[src/design/radio_pkg.sv]
`default_nettype none

package radio_pkg;

  // ------------------------------------------------------------
  // Widths
  // ------------------------------------------------------------
  localparam int ADDR_W     = 20;
  localparam int DATA_W     = 32;
  localparam int TIME_W     = 64;
  localparam int SAMP_W     = 32;
  localparam int NSPC       = 2;
  localparam int RADIO_W    = SAMP_W * NSPC;
  localparam int PKT_LEN_W  = 16;
  localparam int CHAN_IDX_W = 4;

  // Major version in the upper half, minor in the lower half
  localparam logic [DATA_W-1:0] COMPAT_NUM = {16'd1, 16'd0};

  // ------------------------------------------------------------
  // Address map
  // ------------------------------------------------------------
  localparam logic [6:0] BLOCK_SHARED = 7'd0;
  localparam logic [6:0] BLOCK_RADIO  = 7'd1;

  // Shared register offsets
  localparam logic [7:0] REG_COMPAT   = 8'h00;
  localparam logic [7:0] REG_NUM_CHAN = 8'h04;

  // Per-channel register offsets
  localparam logic [7:0] REG_RX_CTRL    = 8'h00;
  localparam logic [7:0] REG_RX_PKT_LEN = 8'h04;
  localparam logic [7:0] REG_STATUS     = 8'h08;

  // ------------------------------------------------------------
  // Control port
  // ------------------------------------------------------------
  typedef struct packed {
    logic              wr;
    logic              rd;
    logic [ADDR_W-1:0] addr;
    logic [DATA_W-1:0] data;
  } ctrl_req_t;

  typedef struct packed {
    logic              ack;
    logic [DATA_W-1:0] data;
  } ctrl_resp_t;

  // Internal register view of an address
  typedef struct packed {
    logic                  periph;
    logic [6:0]            block_sel;
    logic [CHAN_IDX_W-1:0] chan;
    logic [7:0]            offset;
  } radio_addr_t;

  // External peripheral window view of the same address
  typedef struct packed {
    logic        periph;
    logic [18:0] offset;
  } periph_addr_t;

  typedef union packed {
    radio_addr_t  radio;
    periph_addr_t window;
  } ctrl_addr_u;

  // ------------------------------------------------------------
  // Sample streams
  // ------------------------------------------------------------
  typedef struct packed {
    logic [RADIO_W-1:0] data;
    logic               last;
    logic [TIME_W-1:0]  timestamp;
  } rx_beat_t;

  typedef struct packed {
    logic [RADIO_W-1:0] data;
    logic               last;
  } tx_beat_t;

endpackage

`default_nettype wire

[src/design/tx_player.sv]
`timescale 1ns/1ps
`default_nettype none

module tx_player (
  input  wire                             radio_clk,
  input  wire                             radio_rst,
  input  radio_pkg::tx_beat_t             tx_beat,
  input  wire                             tx_valid,
  output logic                            tx_ready,
  output logic [radio_pkg::RADIO_W-1:0]   radio_tx_data,
  input  wire                             radio_tx_stb,
  output logic                            radio_tx_running,
  output logic                            underrun
);

  // The radio pulls one beat per strobe
  assign tx_ready = radio_tx_stb;

  always_ff @(posedge radio_clk) begin
    if (radio_rst) begin
      radio_tx_data    <= '0;
      radio_tx_running <= 1'b0;
      underrun         <= 1'b0;
    end else begin
      underrun <= 1'b0;
      if (radio_tx_stb) begin
        if (tx_valid) begin
          radio_tx_data    <= tx_beat.data;
          // Burst ends on the strobe that plays the last beat
          radio_tx_running <= !tx_beat.last;
        end else begin
          // Starved strobe, send silence
          radio_tx_data <= '0;
          if (radio_tx_running) begin
            underrun <= 1'b1;
          end
        end
      end
    end
  end

endmodule

`default_nettype wire

[src/design/rx_packetizer.sv]
`timescale 1ns/1ps
`default_nettype none

module rx_packetizer (
  input  wire                               radio_clk,
  input  wire                               radio_rst,
  input  wire                               enable,
  input  wire  [radio_pkg::PKT_LEN_W-1:0]   pkt_len,
  input  wire  [radio_pkg::TIME_W-1:0]      radio_time,
  input  wire  [radio_pkg::RADIO_W-1:0]     radio_rx_data,
  input  wire                               radio_rx_stb,
  output radio_pkg::rx_beat_t               rx_beat,
  output logic                              rx_valid,
  input  wire                               rx_ready,
  output logic                              overflow
);

  import radio_pkg::*;

  logic [PKT_LEN_W-1:0] len_eff;
  logic [PKT_LEN_W-1:0] word_cnt;
  logic [TIME_W-1:0]    pkt_time;
  logic                 can_store;
  logic                 take;
  logic                 first;
  logic                 at_last;

  // A length of zero behaves as one beat per packet
  assign len_eff = (pkt_len == '0) ? PKT_LEN_W'(1) : pkt_len;

  // Output register is free if empty or draining this cycle
  assign can_store = !rx_valid || rx_ready;
  assign take      = enable && radio_rx_stb && can_store;
  assign first     = (word_cnt == '0);
  assign at_last   = (word_cnt == len_eff - 1'b1);

  // ------------------------------------------------------------
  // Control
  // ------------------------------------------------------------
  always_ff @(posedge radio_clk) begin
    if (radio_rst) begin
      rx_valid <= 1'b0;
      word_cnt <= '0;
      overflow <= 1'b0;
    end else begin
      overflow <= enable && radio_rx_stb && !can_store;

      if (take) begin
        rx_valid <= 1'b1;
      end else if (rx_ready) begin
        rx_valid <= 1'b0;
      end

      if (!enable) begin
        word_cnt <= '0;
      end else if (take) begin
        word_cnt <= at_last ? '0 : word_cnt + 1'b1;
      end
    end
  end

  // ------------------------------------------------------------
  // Beat payload
  // ------------------------------------------------------------
  always_ff @(posedge radio_clk) begin
    if (take) begin
      rx_beat.data      <= radio_rx_data;
      rx_beat.last      <= at_last;
      rx_beat.timestamp <= first ? radio_time : pkt_time;
      if (first) begin
        pkt_time <= radio_time;
      end
    end
  end

endmodule

`default_nettype wire

[src/design/radio_channel_regs.sv]
`timescale 1ns/1ps
`default_nettype none

module radio_channel_regs (
  input  wire                                radio_clk,
  input  wire                                radio_rst,
  input  radio_pkg::ctrl_req_t               req,
  output radio_pkg::ctrl_resp_t              resp,
  output logic                               rx_enable,
  output logic [radio_pkg::PKT_LEN_W-1:0]    pkt_len,
  input  wire                                rx_overflow,
  input  wire                                tx_underrun
);

  import radio_pkg::*;

  ctrl_addr_u addr_u;
  logic [7:0] offset;
  logic       sts_overflow;
  logic       sts_underrun;

  // Only the offset matters here, the router already picked the channel
  assign addr_u = req.addr;
  assign offset = addr_u.radio.offset;

  // ------------------------------------------------------------
  // Control and sticky status
  // ------------------------------------------------------------
  always_ff @(posedge radio_clk) begin
    if (radio_rst) begin
      rx_enable    <= 1'b0;
      pkt_len      <= PKT_LEN_W'(1);
      sts_overflow <= 1'b0;
      sts_underrun <= 1'b0;
    end else begin
      if (rx_overflow) begin
        sts_overflow <= 1'b1;
      end
      if (tx_underrun) begin
        sts_underrun <= 1'b1;
      end
      if (req.wr) begin
        case (offset)
          REG_RX_CTRL:    rx_enable <= req.data[0];
          REG_RX_PKT_LEN: pkt_len   <= req.data[PKT_LEN_W-1:0];
          REG_STATUS: begin
            // Clear has priority over a same-cycle event
            sts_overflow <= 1'b0;
            sts_underrun <= 1'b0;
          end
          default: ;
        endcase
      end
    end
  end

  // ------------------------------------------------------------
  // Ack and readback
  // ------------------------------------------------------------
  always_ff @(posedge radio_clk) begin
    if (radio_rst) begin
      resp <= '0;
    end else begin
      resp.ack  <= req.wr | req.rd;
      resp.data <= '0;
      if (req.rd) begin
        case (offset)
          REG_RX_CTRL:    resp.data <= {{(DATA_W-1){1'b0}}, rx_enable};
          REG_RX_PKT_LEN: resp.data <= DATA_W'(pkt_len);
          REG_STATUS:     resp.data <= {{(DATA_W-2){1'b0}}, sts_underrun, sts_overflow};
          default:        resp.data <= '0;
        endcase
      end
    end
  end

endmodule

`default_nettype wire

[src/design/radio_channel.sv]
`timescale 1ns/1ps
`default_nettype none

module radio_channel (
  input  wire                             radio_clk,
  input  wire                             radio_rst,
  input  radio_pkg::ctrl_req_t            req,
  output radio_pkg::ctrl_resp_t           resp,
  input  wire  [radio_pkg::TIME_W-1:0]    radio_time,
  input  wire  [radio_pkg::RADIO_W-1:0]   radio_rx_data,
  input  wire                             radio_rx_stb,
  output logic                            radio_rx_running,
  output radio_pkg::rx_beat_t             rx_beat,
  output logic                            rx_valid,
  input  wire                             rx_ready,
  input  radio_pkg::tx_beat_t             tx_beat,
  input  wire                             tx_valid,
  output logic                            tx_ready,
  output logic [radio_pkg::RADIO_W-1:0]   radio_tx_data,
  input  wire                             radio_tx_stb,
  output logic                            radio_tx_running
);

  import radio_pkg::*;

  logic                 rx_enable;
  logic [PKT_LEN_W-1:0] pkt_len;
  logic                 rx_overflow;
  logic                 tx_underrun;

  assign radio_rx_running = rx_enable;

  radio_channel_regs regs_inst (
    .radio_clk   (radio_clk),
    .radio_rst   (radio_rst),
    .req         (req),
    .resp        (resp),
    .rx_enable   (rx_enable),
    .pkt_len     (pkt_len),
    .rx_overflow (rx_overflow),
    .tx_underrun (tx_underrun)
  );

  rx_packetizer rx_inst (
    .radio_clk     (radio_clk),
    .radio_rst     (radio_rst),
    .enable        (rx_enable),
    .pkt_len       (pkt_len),
    .radio_time    (radio_time),
    .radio_rx_data (radio_rx_data),
    .radio_rx_stb  (radio_rx_stb),
    .rx_beat       (rx_beat),
    .rx_valid      (rx_valid),
    .rx_ready      (rx_ready),
    .overflow      (rx_overflow)
  );

  tx_player tx_inst (
    .radio_clk        (radio_clk),
    .radio_rst        (radio_rst),
    .tx_beat          (tx_beat),
    .tx_valid         (tx_valid),
    .tx_ready         (tx_ready),
    .radio_tx_data    (radio_tx_data),
    .radio_tx_stb     (radio_tx_stb),
    .radio_tx_running (radio_tx_running),
    .underrun         (tx_underrun)
  );

endmodule

`default_nettype wire

[src/design/ctrl_port_router.sv]
`timescale 1ns/1ps
`default_nettype none

module ctrl_port_router #(
  parameter int NUM_CHANNELS = 2
) (
  input  wire                                        radio_clk,
  input  wire                                        radio_rst,
  input  radio_pkg::ctrl_req_t                       ctrl_req,
  output radio_pkg::ctrl_resp_t                      ctrl_resp,
  output radio_pkg::ctrl_req_t  [NUM_CHANNELS-1:0]   chan_req,
  input  radio_pkg::ctrl_resp_t [NUM_CHANNELS-1:0]   chan_resp,
  output radio_pkg::ctrl_req_t                       periph_req,
  input  radio_pkg::ctrl_resp_t                      periph_resp
);

  import radio_pkg::*;

  ctrl_addr_u              addr_u;
  logic                    req_any;
  logic                    is_periph;
  logic                    shared_hit;
  logic                    chan_hit;
  logic [NUM_CHANNELS-1:0] chan_sel;

  // Responses owned by the router itself
  logic                    local_ack;
  logic [DATA_W-1:0]       local_data;
  logic [NUM_CHANNELS-1:0] chan_pend;

  // ------------------------------------------------------------
  // Address decode
  // ------------------------------------------------------------
  assign addr_u     = ctrl_req.addr;
  assign req_any    = ctrl_req.wr | ctrl_req.rd;
  assign is_periph  = addr_u.window.periph;
  assign shared_hit = !is_periph && (addr_u.radio.block_sel == BLOCK_SHARED);
  assign chan_hit   = !is_periph && (addr_u.radio.block_sel == BLOCK_RADIO) &&
                      (int'(addr_u.radio.chan) < NUM_CHANNELS);

  // Peripheral window passes straight through
  always_comb begin
    periph_req    = ctrl_req;
    periph_req.wr = ctrl_req.wr & is_periph;
    periph_req.rd = ctrl_req.rd & is_periph;
  end

  // One strobe per channel, only for the addressed one
  for (genvar i = 0; i < NUM_CHANNELS; i++) begin : g_chan_req
    assign chan_sel[i] = chan_hit && (addr_u.radio.chan == CHAN_IDX_W'(i));

    always_comb begin
      chan_req[i]    = ctrl_req;
      chan_req[i].wr = ctrl_req.wr & chan_sel[i];
      chan_req[i].rd = ctrl_req.rd & chan_sel[i];
    end
  end

  // ------------------------------------------------------------
  // Shared registers and unmapped requests
  // ------------------------------------------------------------
  always_ff @(posedge radio_clk) begin
    if (radio_rst) begin
      local_ack  <= 1'b0;
      local_data <= '0;
      chan_pend  <= '0;
    end else begin
      local_ack  <= req_any && !is_periph && !chan_hit;
      local_data <= '0;
      chan_pend  <= chan_sel & {NUM_CHANNELS{req_any}};
      // Shared space is read-only, writes just get acked
      if (ctrl_req.rd && shared_hit) begin
        case (addr_u.radio.offset)
          REG_COMPAT:   local_data <= COMPAT_NUM;
          REG_NUM_CHAN: local_data <= DATA_W'(NUM_CHANNELS);
          default:      local_data <= '0;
        endcase
      end
    end
  end

  // ------------------------------------------------------------
  // Response merge
  // ------------------------------------------------------------
  always_comb begin
    ctrl_resp = '0;
    if (local_ack) begin
      ctrl_resp.ack  = 1'b1;
      ctrl_resp.data = local_data;
    end
    for (int i = 0; i < NUM_CHANNELS; i++) begin
      if (chan_pend[i]) begin
        ctrl_resp = chan_resp[i];
      end
    end
    // Peripheral latency is unknown, so its ack is taken whenever it comes
    if (periph_resp.ack) begin
      ctrl_resp = periph_resp;
    end
  end

endmodule

`default_nettype wire

[src/design/radio_block.sv]
`timescale 1ns/1ps
`default_nettype none

module radio_block #(
  parameter int NUM_CHANNELS = 2
) (
  input  wire                                               radio_clk,
  input  wire                                               radio_rst,
  input  radio_pkg::ctrl_req_t                              ctrl_req,
  output radio_pkg::ctrl_resp_t                             ctrl_resp,
  output radio_pkg::ctrl_req_t                              periph_req,
  input  radio_pkg::ctrl_resp_t                             periph_resp,
  input  wire  [radio_pkg::TIME_W-1:0]                      radio_time,
  input  wire  [NUM_CHANNELS-1:0][radio_pkg::RADIO_W-1:0]   radio_rx_data,
  input  wire  [NUM_CHANNELS-1:0]                           radio_rx_stb,
  output logic [NUM_CHANNELS-1:0]                           radio_rx_running,
  output radio_pkg::rx_beat_t [NUM_CHANNELS-1:0]            rx_beat,
  output logic [NUM_CHANNELS-1:0]                           rx_valid,
  input  wire  [NUM_CHANNELS-1:0]                           rx_ready,
  input  radio_pkg::tx_beat_t [NUM_CHANNELS-1:0]            tx_beat,
  input  wire  [NUM_CHANNELS-1:0]                           tx_valid,
  output logic [NUM_CHANNELS-1:0]                           tx_ready,
  output logic [NUM_CHANNELS-1:0][radio_pkg::RADIO_W-1:0]   radio_tx_data,
  input  wire  [NUM_CHANNELS-1:0]                           radio_tx_stb,
  output logic [NUM_CHANNELS-1:0]                           radio_tx_running
);

  import radio_pkg::*;

  ctrl_req_t  [NUM_CHANNELS-1:0] chan_req;
  ctrl_resp_t [NUM_CHANNELS-1:0] chan_resp;

  // ------------------------------------------------------------
  // Control port split and merge
  // ------------------------------------------------------------
  ctrl_port_router #(
    .NUM_CHANNELS (NUM_CHANNELS)
  ) router_inst (
    .radio_clk   (radio_clk),
    .radio_rst   (radio_rst),
    .ctrl_req    (ctrl_req),
    .ctrl_resp   (ctrl_resp),
    .chan_req    (chan_req),
    .chan_resp   (chan_resp),
    .periph_req  (periph_req),
    .periph_resp (periph_resp)
  );

  // ------------------------------------------------------------
  // Channels
  // ------------------------------------------------------------
  for (genvar i = 0; i < NUM_CHANNELS; i++) begin : g_chan
    radio_channel chan_inst (
      .radio_clk        (radio_clk),
      .radio_rst        (radio_rst),
      .req              (chan_req[i]),
      .resp             (chan_resp[i]),
      .radio_time       (radio_time),
      .radio_rx_data    (radio_rx_data[i]),
      .radio_rx_stb     (radio_rx_stb[i]),
      .radio_rx_running (radio_rx_running[i]),
      .rx_beat          (rx_beat[i]),
      .rx_valid         (rx_valid[i]),
      .rx_ready         (rx_ready[i]),
      .tx_beat          (tx_beat[i]),
      .tx_valid         (tx_valid[i]),
      .tx_ready         (tx_ready[i]),
      .radio_tx_data    (radio_tx_data[i]),
      .radio_tx_stb     (radio_tx_stb[i]),
      .radio_tx_running (radio_tx_running[i])
    );
  end

endmodule

`default_nettype wire

[config.mk]
export PLATFORM = sky130hd
export DESIGN_NAME = radio_block
export DESIGN_NICKNAME = d
export VERILOG_FILES = /design/src/design/radio_pkg.sv /design/src/design/tx_player.sv /design/src/design/rx_packetizer.sv /design/src/design/radio_channel_regs.sv /design/src/design/radio_channel.sv /design/src/design/ctrl_port_router.sv /design/src/design/radio_block.sv
export SDC_FILE = /design/constraint.sdc
export NUM_CORES = 1
export LEC_CHECK = 0
export CAP_MARGIN = 20
export CORE_AREA = 2 2 353 355
export CTS_CLUSTER_DIAMETER = 100
export DETAILED_ROUTE_END_ITERATION = 8
export DIE_AREA = 0 0 355 357
export DONT_BUFFER_PORTS = 1
export SYNTH_ARGS = -nofsm -noshare
export SYNTH_HDL_FRONTEND = slang
export SYNTH_HIERARCHICAL = 1
export SYNTH_SLANG_ARGS = --single-unit
[constraint.sdc]
create_clock -name radio_clk -period 18.53 [get_ports radio_clk]
set_input_delay 2.7795 -clock radio_clk [delete_from_list [all_inputs] [get_ports radio_clk]]
set_output_delay 2.7795 -clock radio_clk [all_outputs]
set_load 0.03 [all_outputs]
# Yosys cells after proc, flatten, opt, wreduce, memory -nomap -nowiden
# Index checks and enable logic that the tools add are counted.
# totals
word_cells	140
register_bits	565
output_inout_bits	481
# classes
addsub	4
n_reduce_logical	48
n_eq_ne	6
n_lt_le_gt_ge	1
n_bitwise	17
muxes	31
# op_table
cell	n
$mux W33	4
$mux W64	2
$pmux W16 S3	2
$logic_not A16 Y1	4
$mux W16	4
$pmux W17 S2	1
$add A16 B1 Y16 const B	2
$eq A16 B16 Y1	2
$sub A16 B1 Y16 const B	2
$mux W1	18
$reduce_and A2 Y1	8
$logic_and A1 B1 Y1	14
$reduce_or A2 Y1	5
$eq A8 B3 Y1 const B	1
$eq A8 B4 Y1 const B	1
$logic_not A1 Y1	8
$logic_not A8 Y1	1
$eq A7 B1 Y1 const B	1
$logic_not A7 Y1	1
$not A1 Y1	7
$and A1 B1 Y1	6
$reduce_or A3 Y1	2
$eq A4 B1 Y1 const B	1
$logic_not A4 Y1	1
5 further kinds	9

# Longest topological paths before layout
# depth
ltp_word	7
mapped_depth	14
ltp_nobuf	12

# Hierarchy
# Netlist, hierarchy kept.
# by_module_without_submodules
module	instances	seq_area_each_um2	cells_per_inst	area_each_um2
rx_packetizer (g_chan[0].chan_inst.rx_inst)	1	4234.1	348	5627.9
rx_packetizer (g_chan[1].chan_inst.rx_inst)	1	4234.1	339	5566.6
tx_player	2	1321.3	291	2549.9
radio_channel_regs	2	720.7	146	1498.9
ctrl_port_router	1	100.1	307	2109.5

# Least setup slack after synthesis
# Ideal clock, no wire load.
# synth_timing
kind	input -> register
start	input port rx_ready[1]
end	register g_chan[1].chan_inst.rx_inst.pkt_time[0], enable pin
n_path_buf	0
required_time_ns	18.044
setup_time_ns	0.486
stages	5
arrival_ns	7.458
slack_ns	10.585
path_cell_list	nand2b_1 -> nand3_1 -> inv_1 -> nand4_1 -> nor2_1
# synth_via
elab_chain_cells	3
# synth_rtl
item	line	source
from (decl)	radio_block.sv:19	input wire [NUM_CHANNELS-1:0] rx_ready,
$logic_or A1 B1 Y1	rx_packetizer.sv:32	assign can_store = !rx_valid || rx_ready;
$logic_and A1 B1 Y1	rx_packetizer.sv:33	assign take = enable && radio_rx_stb && can_store;
net g_chan[1].chan_inst.rx_inst.take	rx_packetizer.sv:24	logic take;
$reduce_and A2 Y1 (no source line)	-	
to (signal assigned)	rx_packetizer.sv:71	pkt_time <= radio_time;
to (decl)	rx_packetizer.sv:22	logic [TIME_W-1:0] pkt_time;
# The timed path passes the listed nets, and every way through them passes these cells.
# A chain may end at the register's enable or synchronous reset.

# Worst setup path after layout
# layout_timing
start	input port periph_resp[32] (netlist bit)
end	output port ctrl_resp[15] (netlist bit)
# layout_via
elab_chain_cells	1
# layout_rtl
item	line	source
from (decl)	radio_block.sv:12	input radio_pkg::ctrl_resp_t periph_resp,
$mux W33	ctrl_port_router.sv:97	if (periph_resp.ack) begin
to (decl)	radio_block.sv:10	output radio_pkg::ctrl_resp_t ctrl_resp,
# No other way between the ends.

==> run summary <==
Avg WL per Cell - 20.5 um
Status - finished clean
Post-CTS Resized - 0
Sequential Power Share - 48.1%
Final WL - 68,900 um
Setup TNS - 0 ns
Core Box Area - 123,000 sq um
First DRT Iteration DRCs - 1,034
Die Span Y - 357 um
Clock power share - 50.1%
Synth Warn # - 6
Final Non-Filler Cells - 3,361
Worst-skew pair later-pin latency - 0.64 ns
Final instance area - 23,800 sq um
Worst vdd ir - 0.0000874 V
CP Class - in -> out
Max-Cap Viols - 0
Placed cell count - 3,249
Htree depth - 2
Clk sinks - 503
Total GRT Usage - 9.99%
Clock skew - 0.0342 ns
Unrepaired setup endpoints after global routing - no
Post-synthesis cell area - 21,000 sq um
Clock Tree Buf Depth - 3
Power Internal - 1970 uW
DR pass1 iterations - 5
Largest net degree at the start of global routing - 203
Die area - 127,000 sq um
Final net count - 2,096
R2r startpoint - g_chan[1].chan_inst/regs_inst/pkt_len[5]
Via count - 13,200
FMAX - 0.158 GHz
Syn avg cell area - 11.6 sq um
Final Max Tran Viols - 0
Worst-path maximum fanout - 65
Setup-failing EPs final - 0
DR vias/cell - 3.92
CP arrival - 3.53 ns
HP Class - reg -> reg
Pleak - 0.00740 uW
CTS Root Cell - clkbuf_16
Vias in the first global route - 12,100
Initial antenna violation count - 15
Final worst path period need - 6.31 ns
Crit path launch type - input pin
GP Congestion - 0.841
Port Buffers - 0
Critical path origin - periph_resp[32]
Gate Count Post-Synth - 1,812
# DRC - 0
CP required - 15.75 ns
CP max stage delay - 0.75 ns
Min-delay src - g_chan[0].chan_inst/tx_inst/underrun
Clock slew at reported path FFs - 0.06 ns
Num rows - 129
Postcts setup bufs - 0
Hold Fails Final Rpt - 0
Post-Place Cell Area - 21,700 sq um
Gate power share - 1.7%
Crit-path slowest cell - o21ai_0
Worst path cell trace - o21ai_0
Switching Fraction - 21.7%
CTS tree - built
Power Density - 106 nW/um^2
Initial Util - 17.1%
Die Wd - 355 um
IO Pins - 900
GRT Residual Overflow - 0
Worst Setup End Kind - output port
Remaining antenna violation count - 0
First-pass GRT wire length - 91,700 um
Final period util - 34.1%
Share of layout cells above drive strength 1 - 10.7%
Total CTS buffers - 57
Hold buffers post-CTS - 0
Detailed placement HPWL - 52,100 um
Max-slew headroom - 22.2%
Total power - 2510 uW
Switch Pwr - 547 uW
Area Overhead vs Synth - 13.5%
Worst Max-Slew Pin Slew - 1.16 ns
Critical path's top delay family - compound AO/OA/AOI/OAI gates
Buffers plus inverters on the worst setup path - 0
## cell usage in the layout, fill, tap and decap left out, types with 32 or more instances in the layout
master / instances
edfxtp_1: 258
dfxtp_1: 245
nand2b_1: 191
nand3_1: 146
a21oi_1: 143
nand2_1: 78
clkbuf_16: 58
nor2_1: 43
mux2i_1: 42
nor3_1: 35
and2_1: 32
conb_1: 32
## worst paths after layout
| check | slack, ns | end | cells past startpoint |
|---|---|---|---|
| worst min-delay path | 0.43 | g_chan[0].chan_inst/regs_inst/sts_underrun | 1 |
| worst max register to register | 14.14 | g_chan[1].chan_inst/rx_inst/word_cnt[3] | 11 |
| worst max-delay path | 12.22 | ctrl_resp[15] | 1 |
| worst min register to register | 0.43 | g_chan[0].chan_inst/regs_inst/sts_underrun | 1 |
## stage by stage
step / hold WS [ns] / setup slack [ns] / util (%)
6_report: 0.426 / 12.22 / 19.4
5_1_grt: 0.443 / 12.18 / 19.4
4_1_cts: 0.431 / 12.22 / 19.4
3_5_place_dp: 0.418 / 12.22 / 17.6
3_3_place_gp: 0.414 / 12.20 / 17.6
2_1_floorplan: 0.405 / 10.59 / -
## power by group through the flow
stage / logic [uW] / clock network, uW / registers, uW
after floorplan: 89.4 / 0 / 1230
after global placement: 43.6 / 0 / 1230
after detailed placement: 44.3 / 0 / 1230
after CTS: 44.3 / 1300 / 1210
after global routing: 48.0 / 1340 / 1210
final: 43.8 / 1260 / 1210
## registers in the layout (all words and copies together), names as in the netlist
name,flops
g_chan.chan_inst/rx_inst/rx_beat,130
g_chan.chan_inst/rx_inst/pkt_time,128
g_chan.chan_inst/tx_inst/radio_tx_data,128
g_chan.chan_inst/regs_inst/resp,34
g_chan.chan_inst/regs_inst/pkt_len,32
g_chan.chan_inst/rx_inst/word_cnt,32
g_chan.chan_inst/regs_inst/rx_enable,2
g_chan.chan_inst/regs_inst/sts_overflow,2
g_chan.chan_inst/regs_inst/sts_underrun,2
g_chan.chan_inst/rx_inst/overflow,2
g_chan.chan_inst/rx_inst/rx_valid,2
g_chan.chan_inst/tx_inst/radio_tx_running,2
g_chan.chan_inst/tx_inst/underrun,2
router_inst/chan_pend,2
router_inst/local_data,2
router_inst/local_ack,1
## layout make-up
class,count,area (sq um)
Fill cell,13300,99200
Sequential cell,503,12700
Multi-Input combinational cell,1074,6780
Tap cell,1637,2050
Clock buffer,63,1490
Clock inverter,45,649
Timing Repair Buffer,14,109
Inverter,21,80.1
Antenna cell,4,10.0
## per-layer routing
metal	up-vias	track usage [%]	part of all wire [%]
met3	112	4.03	10
met4	6	4.14	4.0
met1	6313	11.5	38
li1	5992	-	-
met2	744	16.4	47
met5	-	0	0.065
Power figures use the tool's default switching activity.
